File: src/mem_pkg.sv
`default_nettype none

package mem_pkg;

	// CPU request code, held by the CPU for a whole transaction
	// Code 2 is unused and treated as IDLE
	typedef enum logic [1:0] {
		IDLE  = 2'b00,
		READ  = 2'b01,
		WRITE = 2'b11
	} opcode_e;

	// Controller FSM states
	typedef enum logic [1:0] {
		STARTUP = 2'b00,
		READY   = 2'b01,
		HOSTOP  = 2'b10,
		FILL    = 2'b11
	} mem_state_e;

	// Strobes and levels toward the host DMA port
	typedef struct packed {
		// Read go level, held while waiting for a host line
		logic rgo;
		// Write go level, held while waiting to hand off a line
		logic wgo;
		// One strobe per word handed to the CPU on a read
		logic re;
		// Single strobe when the line is handed to the host
		logic we;
	} host_ctrl_t;

	// Status toward the CPU
	typedef struct packed {
		logic ready;
		logic tx_done;
		logic rd_valid;
	} cpu_status_t;

endpackage

`default_nettype wire

File: src/line_buffer.sv
`timescale 1ns/1ns
`default_nettype none

module line_buffer #(
	parameter int WORD_SIZE     = 32,
	parameter int CL_SIZE_WIDTH = 512,
	// Derived from the two widths above, not meant to be overridden
	parameter int FILL_BITS     = $clog2(CL_SIZE_WIDTH / WORD_SIZE)
) (
	input  wire                      clk,
	input  wire                      rst_n,
	input  wire                      shift_en,
	input  wire                      load_en,
	input  wire  [FILL_BITS-1:0]     word_index,
	input  wire  [WORD_SIZE-1:0]     shift_word,
	input  wire  [CL_SIZE_WIDTH-1:0] load_line,
	output logic [CL_SIZE_WIDTH-1:0] line,
	output logic [WORD_SIZE-1:0]     word_out
);

	localparam int FILL_COUNT = CL_SIZE_WIDTH / WORD_SIZE;

	// Line register
	// Word k sits at bits k*WORD_SIZE upward
	logic [CL_SIZE_WIDTH-1:0] line_q;

	// Word view of the line for output selection
	logic [WORD_SIZE-1:0] words [FILL_COUNT];

	always_ff @(posedge clk or negedge rst_n) begin
		if (!rst_n) begin
			line_q <= '0;
		end else if (load_en) begin
			// Full host line in one edge
			line_q <= load_line;
		end else if (shift_en) begin
			// New CPU word enters at the top, older words move down
			// After FILL_COUNT shifts the first word is at word 0
			line_q <= {shift_word, line_q[CL_SIZE_WIDTH-1:WORD_SIZE]};
		end
	end

	// Split the line into words
	for (genvar gi = 0; gi < FILL_COUNT; gi++) begin : g_words
		assign words[gi] = line_q[gi*WORD_SIZE +: WORD_SIZE];
	end

	// Word mux for the CPU read path
	assign word_out = words[word_index];

	// Whole line goes straight to the host write bus
	assign line = line_q;

endmodule

`default_nettype wire

File: src/mem_ctrl.sv
`timescale 1ns/1ns
`default_nettype none

module mem_ctrl #(
	parameter int WORD_SIZE     = 32,
	parameter int CL_SIZE_WIDTH = 512,
	parameter int ADDR_BITCOUNT = 64
) (
	input  wire                      clk,
	input  wire                      rst_n,
	// Host control inputs
	input  wire                      host_init,
	input  wire                      host_rd_ready,
	input  wire                      host_wr_ready,
	// CPU request
	input  wire mem_pkg::opcode_e    op,
	input  wire  [ADDR_BITCOUNT-1:0] raw_address,
	input  wire  [ADDR_BITCOUNT-1:0] address_offset,
	input  wire  [WORD_SIZE-1:0]     cpu_wdata,
	input  wire  [CL_SIZE_WIDTH-1:0] host_rdata,
	output logic [WORD_SIZE-1:0]     cpu_rdata,
	output logic [CL_SIZE_WIDTH-1:0] host_wdata,
	output logic [ADDR_BITCOUNT-1:0] corrected_address,
	output mem_pkg::cpu_status_t     status,
	output mem_pkg::host_ctrl_t      host
);

	localparam int FILL_COUNT = CL_SIZE_WIDTH / WORD_SIZE;
	localparam int FILL_BITS  = $clog2(FILL_COUNT);

	mem_pkg::opcode_e    op_in;
	mem_pkg::mem_state_e state;

	// Word counter for both the CPU fill and the CPU drain
	logic [FILL_BITS-1:0] fill_count;
	logic                 fill_last;

	// Set after the first HOSTOP cycle of a write
	// Gives the corrected address one cycle to settle at the host
	logic bubble;

	// Line buffer controls
	logic shift_en;
	logic load_en;

	// Opcode decode, the unused code folds into IDLE
	always_comb begin
		case (op)
			mem_pkg::READ:  op_in = mem_pkg::READ;
			mem_pkg::WRITE: op_in = mem_pkg::WRITE;
			default:        op_in = mem_pkg::IDLE;
		endcase
	end

	assign fill_last = &fill_count;

	// Capture a CPU word every FILL cycle of a write
	assign shift_en = (state == mem_pkg::FILL) && (op_in == mem_pkg::WRITE);
	// Take the host line on the first ready edge of a read
	assign load_en = (state == mem_pkg::HOSTOP) && (op_in == mem_pkg::READ) && host_rd_ready;

	// Output decode per state
	always_comb begin
		status.ready    = (state != mem_pkg::STARTUP);
		status.tx_done  = 1'b0;
		status.rd_valid = 1'b0;
		host.rgo        = 1'b0;
		host.wgo        = 1'b0;
		host.re         = 1'b0;
		host.we         = 1'b0;

		case (state)
			mem_pkg::HOSTOP: begin
				if (op_in == mem_pkg::WRITE) begin
					host.wgo = 1'b1;
					// Hand off only once the bubble has passed
					if (bubble && host_wr_ready) begin
						host.we        = 1'b1;
						status.tx_done = 1'b1;
					end
				end else if (op_in == mem_pkg::READ) begin
					host.rgo = 1'b1;
				end
			end
			mem_pkg::FILL: begin
				if (op_in == mem_pkg::READ) begin
					// One word per cycle toward the CPU
					host.re         = 1'b1;
					status.rd_valid = 1'b1;
					status.tx_done  = fill_last;
				end
			end
			default: begin
			end
		endcase
	end

	// FSM, fill counter and bubble flag
	always_ff @(posedge clk or negedge rst_n) begin
		if (!rst_n) begin
			state      <= mem_pkg::STARTUP;
			fill_count <= '0;
			bubble     <= 1'b0;
		end else begin
			case (state)
				mem_pkg::STARTUP: begin
					// Ops are ignored until the host is up
					if (host_init) begin
						state <= mem_pkg::READY;
					end
				end
				mem_pkg::READY: begin
					if (op_in == mem_pkg::READ) begin
						state <= mem_pkg::HOSTOP;
					end else if (op_in == mem_pkg::WRITE) begin
						state <= mem_pkg::FILL;
					end
				end
				mem_pkg::FILL: begin
					fill_count <= fill_count + 1'b1;
					if (fill_last) begin
						fill_count <= '0;
						// Full line collected goes to the host, drained line ends the read
						state <= (op_in == mem_pkg::WRITE) ? mem_pkg::HOSTOP : mem_pkg::READY;
					end
				end
				mem_pkg::HOSTOP: begin
					if (op_in == mem_pkg::READ) begin
						if (host_rd_ready) begin
							state <= mem_pkg::FILL;
						end
					end else if (op_in == mem_pkg::WRITE) begin
						if (!bubble) begin
							bubble <= 1'b1;
						end else if (host_wr_ready) begin
							bubble <= 1'b0;
							state  <= mem_pkg::READY;
						end
					end else begin
						// CPU dropped the op mid transaction
						bubble <= 1'b0;
						state  <= mem_pkg::READY;
					end
				end
				default: begin
					state <= mem_pkg::STARTUP;
				end
			endcase
		end
	end

	// Host sees the CPU address shifted into its own space
	assign corrected_address = raw_address + address_offset;

	line_buffer #(
		.WORD_SIZE     (WORD_SIZE),
		.CL_SIZE_WIDTH (CL_SIZE_WIDTH)
	) u_line_buffer (
		.clk        (clk),
		.rst_n      (rst_n),
		.shift_en   (shift_en),
		.load_en    (load_en),
		.word_index (fill_count),
		.shift_word (cpu_wdata),
		.load_line  (host_rdata),
		.line       (host_wdata),
		.word_out   (cpu_rdata)
	);

endmodule

`default_nettype wire

File: src/mem_subsys.sv
`timescale 1ns/1ns
`default_nettype none

module mem_subsys #(
	// CPU word width
	parameter int WORD_SIZE     = 32,
	// Cache line width, a power-of-two multiple of the word
	parameter int CL_SIZE_WIDTH = 512,
	parameter int ADDR_BITCOUNT = 64
) (
	input  wire                      clk,
	input  wire                      rst_n,
	// Host side inputs
	input  wire                      host_init,
	input  wire                      host_rd_ready,
	input  wire                      host_wr_ready,
	input  wire  [ADDR_BITCOUNT-1:0] address_offset,
	input  wire  [CL_SIZE_WIDTH-1:0] host_rdata,
	// CPU side inputs
	input  wire mem_pkg::opcode_e    op,
	input  wire  [ADDR_BITCOUNT-1:0] raw_address,
	input  wire  [WORD_SIZE-1:0]     cpu_wdata,
	// CPU side outputs
	output logic [WORD_SIZE-1:0]     cpu_rdata,
	output mem_pkg::cpu_status_t     status,
	// Host side outputs
	output logic [CL_SIZE_WIDTH-1:0] host_wdata,
	output logic [ADDR_BITCOUNT-1:0] corrected_address,
	output mem_pkg::host_ctrl_t      host
);

	// Controller with its line buffer
	mem_ctrl #(
		.WORD_SIZE     (WORD_SIZE),
		.CL_SIZE_WIDTH (CL_SIZE_WIDTH),
		.ADDR_BITCOUNT (ADDR_BITCOUNT)
	) u_mem_ctrl (
		.clk               (clk),
		.rst_n             (rst_n),
		.host_init         (host_init),
		.host_rd_ready     (host_rd_ready),
		.host_wr_ready     (host_wr_ready),
		.op                (op),
		.raw_address       (raw_address),
		.address_offset    (address_offset),
		.cpu_wdata         (cpu_wdata),
		.host_rdata        (host_rdata),
		.cpu_rdata         (cpu_rdata),
		.host_wdata        (host_wdata),
		.corrected_address (corrected_address),
		.status            (status),
		.host              (host)
	);

endmodule

`default_nettype wire

File: config.mk
export PLATFORM = sky130hd
export DESIGN_NAME = mem_subsys
export DESIGN_NICKNAME = d
export VERILOG_FILES = /design/src/mem_pkg.sv /design/src/line_buffer.sv /design/src/mem_ctrl.sv /design/src/mem_subsys.sv
export SDC_FILE = /design/constraint.sdc
export NUM_CORES = 2
export LEC_CHECK = 0
export BUFFER_PORTS_ARGS = -buffer_cell sky130_fd_sc_hd__buf_2
export CORE_AREA = 8 8 499 501
export CTS_BUF_LIST = sky130_fd_sc_hd__clkbuf_2
export DETAILED_ROUTE_END_ITERATION = 8
export DIE_AREA = 0 0 507 509
export PLACE_DENSITY = 0.31
export SYNTH_ARGS = -nofsm -noshare
export SYNTH_HDL_FRONTEND = slang
export SYNTH_HIERARCHICAL = 1
export SYNTH_SLANG_ARGS = --single-unit
export TNS_END_PERCENT = 100
File: constraint.sdc
create_clock -name clk -period 4 [get_ports clk]
set_clock_uncertainty 0.05 [all_clocks]
set_input_delay 0.4 -clock clk [delete_from_list [all_inputs] [get_ports clk]]
set_output_delay 0.4 -clock clk [all_outputs]
set_load 0.03 [all_outputs]
==> results of run 1 <==
-- metrics by stage --
step | hold slack, ps | instances | setup TNS (ps) | worst slack, ps
floorplan | 54.41 | 3106 | 0 | 548.7
global placement | 455.0 | 7537 | -76.75 | -76.75
detailed placement | 464.9 | 7537 | 0 | 20.62
-- Yosys cell counts, types with 6 or more instances --
cell	n
and2_1	8
xor2_1	23
o21ai_1	7
mux4_2	128
buf_2	114
nor2_1	33
a211oi_1	6
nand4_1	23
ha_1	64
nand2_1	611
nor3_1	12
a21o_1	26
clkbuf_1	100
o21bai_1	21
nand3_1	10
o21a_1	7
buf_1	12
a31oi_1	9
dfrtp_1	519
a21oi_1	95
buf_4	14
mux2i_1	512
a22oi_1	65
o211ai_1	7
xnor2_1	41
o21ai_0	547
inv_1	21
-- logic make-up after synthesis --
logic type | after synthesis | synth area share
buf+inv | 262 | 0.03789
simple gates | 726 | 0.09373
compound gates | 828 | 0.1491
flops | 519 | 0.4170
xor+xnor | 64 | 0.01800
mux | 642 | 0.2579
fa+ha+maj | 65 | 0.02636
==> summary.txt, run 1 <==
Logic synthesis
  – Area share of the largest cell type after synthesis: 0.4170
  – Synth warn: 6
  – FFs w/ async S/R, synth: 1.000
  – Syn nets: 3,850
  – Sequential share of the synthesized area: 0.4170
  – Dominant cell type by area after synthesis: dfrtp_1
  – Mean post-synth cell area: 10.03 um^2
  – Syn Inst Count: 3,106
  – Yosys reg bits: 519
  – Mapped cell area: 31,140 um^2
  – Most used DFF post-synth: dfrtp_1
  – Post-synth EDFFs: 0
  – Area contributors post-synth: dfrtp_1 (42%), mux2i_1 (16%), mux4_2 (9.3%)
  – Synth unique cells: 64

CTS
  – # Post-CTS Setup Buffers: 43
  – H-tree depth: 4
  – # resized after CTS: 144
  – Root buffer cell: clkbuf_2
  – Post-CTS Hold Buffers: 1,579
  – CTS buffer count: 176
  – CTS Sinks: 519
  – Clock Tree Buf Depth: 3

Place
  – Placed cell area: 42,200 um^2
  – Hpwl dp: 196,400 um
  – I/O Buffers: 1,293
  – RD Place Congestion: 0.8521

Floorplanning
  – Starting Density: 0.1290
  – Rows: 181
  – # IOs: 1,294
  – Die extent in x: 507 um
  – Die Ht: 509 um

Outcome
  – Status: did not finish
  – Last stage: clock tree synthesis (4_1_cts)
  – Run Error: [ERROR RSZ-0060] Max buffer count reached.
==> inputs of run 2 (changes only) <==
Settings changed: CORE_AREA 8 8 499 501 to 8 8 497 499, CTS_BUF_LIST sky130_fd_sc_hd__clkbuf_2 to not set, DIE_AREA 0 0 507 509 to 0 0 505 507, PLACE_DENSITY 0.31 to not set, PLACE_DENSITY_LB_ADDON set to 0.15.
==> run 2 against run 1 <==
Effect of this change: the run now ends clean; area after synthesis unchanged; synthesized cell count unchanged.
==> summary.txt, run 2 <==
CTS
  – Clock Tree Buf Depth: 3 (unchanged)
  – CTS Sinks: 519 (unchanged)
  – Later-pin clock latency in the skew report: 700 ps
  – CTS buffer count: 76 (-57%)
  – H-tree depth: 3 (-1)
  – CTS tree: built
  – Root buffer cell: clkbuf_16
  – CTS clock-pin slew for the worst setup and hold paths: 60 ps

Finish
  – Area growth, synth to finish: 61.45%
  – Layout Utilization: 0.2102
  – Nets: 5,704
  – Max reg flops: 512
  – Highest-count cells in the layout ignoring fill and taps: buf_2 (1,292), nand2_1 (611), dlygate4sd3_1 (549)
  – Design Area, Final: 50,280 um^2
  – Share of layout cells above drive strength 1: 0.3436
  – Commonest non-fill, non-tap cell in the layout: buf_2
  – Final Non-Filler Cells: 8,229
  – Filler instances: 26,770

Timing
  – Final period util: 0.9674
  – Relative slew slack: 0.3267
  – Setup TNS: 0 ps
  – Least-Margin Pin Slew: 1010 ps
  – Final hold viol count: 0
  – Tmin final: 3870 ps
  – Final count of pins violating max slew: 0
  – Setup violators final: 0
  – Hold_ws: 243.9 ps
  – RSZ-0062 raised after global routing: yes
  – FMAX: 258.4 MHz
  – Final setup margin: 130.4 ps

Logic synthesis
  – Syn Inst Count: 3,106 (unchanged)
  – Synthesized-area fraction occupied by adder cells: 0.02636 (unchanged)
  – FFs w/ async S/R, synth: 1.000 (unchanged)
  – Syn nets: 3,850 (unchanged)
  – Synth unique cells: 64 (unchanged)
  – Synth Area in Simple Gates: 0.09373 (unchanged)
  – Most used DFF post-synth: dfrtp_1
  – Dominant cell type by area after synthesis: dfrtp_1
  – Mapped cell area: 31,140 um^2 (unchanged)
  – Mean post-synth cell area: 10.03 um^2 (unchanged)
  – Area share of the largest cell type after synthesis: 0.4170 (unchanged)
  – Sequential share of the synthesized area: 0.4170 (unchanged)
  – XOR/XNOR Fraction of Synth Area: 0.01800 (unchanged)
  – Combinational family with the most area after synthesis: multiplexers
  – Synth Area in Compound Gates: 0.1491 (unchanged)
  – Yosys reg bits: 519 (unchanged)
  – Area contributors post-synth: dfrtp_1 (42%), mux2i_1 (16%), mux4_2 (9.3%)
  – Post-synth EDFFs: 0 (unchanged)
  – Most common cell in the netlist: nand2_1
  – Synth cell count leaders: nand2_1 (611), o21ai_0 (547), dfrtp_1 (519), mux2i_1 (512), mux4_2 (128)
  – Synth warn: 6 (unchanged)
  – Mux cell area share after synthesis: 0.2579 (unchanged)

Place
  – I/O Buffers: 1,293 (unchanged)
  – Hpwl dp: 189,500 um (-3.5%)
  – RD Place Congestion: 0.8566 (+0.53%)
  – DP Cell Count: 7,515 (-0.29%)
  – Placed cell area: 42,170 um^2 (about the same)
  – Minimum setup slack after placement: 123.3 ps (+102.6 ps)

Floorplanning
  – Core region area: 239,200 um^2
  – # IOs: 1,294 (unchanged)
  – Starting Density: 0.1302 (+0.001205)
  – Rows: 180 (-0.55%)
  – Die Ht: 507 um (-0.39%)
  – Die extent in x: 505 um (-0.39%)
  – Die area: 256,000 um^2

Setup path
  – Crit-path max FO: 6
  – WP data arrival: 3420 ps
  – Startpoint types: input port
  – Crit path capture type: output pin
  – Worst Path Required: 3550 ps
  – Critical path class: input port to output pin

Routing
  – Routed Antenna Nets: 0
  – DR vias/cell: 4.043
  – Post-Route WL: 230,800 um
  – Pre-Repair DR Iteration Count: 5
  – DRC Markers: 0
  – Wire per inst: 28.04 um
  – Via count: 33,270
  – Iter 0 DRT Violations: 2,026

Power
  – PD cells: 801.0 nW/um^2
  – Leakage: 21.59 nW
  – VDD IR max: 0.5513 mV
  – Tot Pwr: 40.27 mW

Hold path
  – Worst hold path type: input port to flop

GRT
  – First-pass GRT wire length: 311,100 um
  – Largest net degree at the start of global routing: 155
  – Total grt overflow: 0
  – All-layer global routing usage: 0.1721
  – Antenna violations before repair: 76
  – Vias in the first global route: 35,260

Job
  – Max-capacitance violation count: 0

Outcome
  – Status: completed
## run 2: cell counts after synthesis
Identical to the previous run, type by type.
## run 2: worst paths after layout
| kind | startpoint | endpoint | slack (ps) | cells past startpoint |
|---|---|---|---|---|
| worst max-delay path | raw_address[36] | corrected_address[61] | 130 | 11 |
| worst min-delay path | host_wr_ready | u_mem_ctrl/state[0] | 240 | 6 |
| worst max register to register | u_mem_ctrl/state[0] | u_mem_ctrl/u_line_buffer/line[503] | 920 | 8 |
| worst min register to register | u_mem_ctrl/u_line_buffer/line[10] | u_mem_ctrl/u_line_buffer/line[10] | 550 | 2 |
| max in group asynchronous | rst_n | u_mem_ctrl/u_line_buffer/line[130] | 2460 | 3 |
| min in group asynchronous | rst_n | u_mem_ctrl/u_line_buffer/line[20] | 270 | 2 |
## run 2: cell type report
type,count,area [um^2],share of cell area
multi-input cells,2325,17040,0.3388
inverters,21,78.83,0.001568
flip-flops and latches,519,13000,0.2585
clock buffers,118,2181,0.04338
well taps,3185,3985,0.07926
clock inverters,15,302.8,0.006022
repair buffers,2017,13630,0.2711
diodes,29,72.57,0.001443
## run 2: metal layers
metal	up-vias	track usage	share of wire
met5	-	0	0.00067
met1	16660	0.2203	0.44
met2	1297	0.2864	0.47
met4	28	0.04991	0.030
li1	15030	-	-
met3	251	0.04338	0.066
## run 2: power breakdown
part	internal, mW	switching [mW]
Clock	3.99	2.97
Sequential	7.53	3.91
Combinational	7.23	14.6
## run 2: cells by family (layout without fill, tap and decap cells)
logic type | count (synthesis) | after routing
compound gates | 828 | 828
xor+xnor | 64 | 64
fa+ha+maj | 65 | 65
buf+inv | 262 | 2171
flops | 519 | 519
mux | 642 | 642
other cells | 0 | 29
simple gates | 726 | 726
## run 2: worst max-delay path, stage by stage
cell     delay, ps
buf_2          120
ha_1           400
nand4_2        140
or4_4          590
or4_1          500
o22ai_2        270
o31ai_2        120
buf_4          160
o41ai_2        300
xor2_1         190
buf_2          230
## run 2: what timing repair did
item | 4_1_cts | 5_1_grt
cloned | 0 | 0
gates resized for setup | 3 | 3
hold endpoints to repair | 581 | 0
setup endpoints to repair | 6 | 3
hold buffers | 549 | 0
setup buffers | 3 | 0
(Power assumes the default switching activity.)
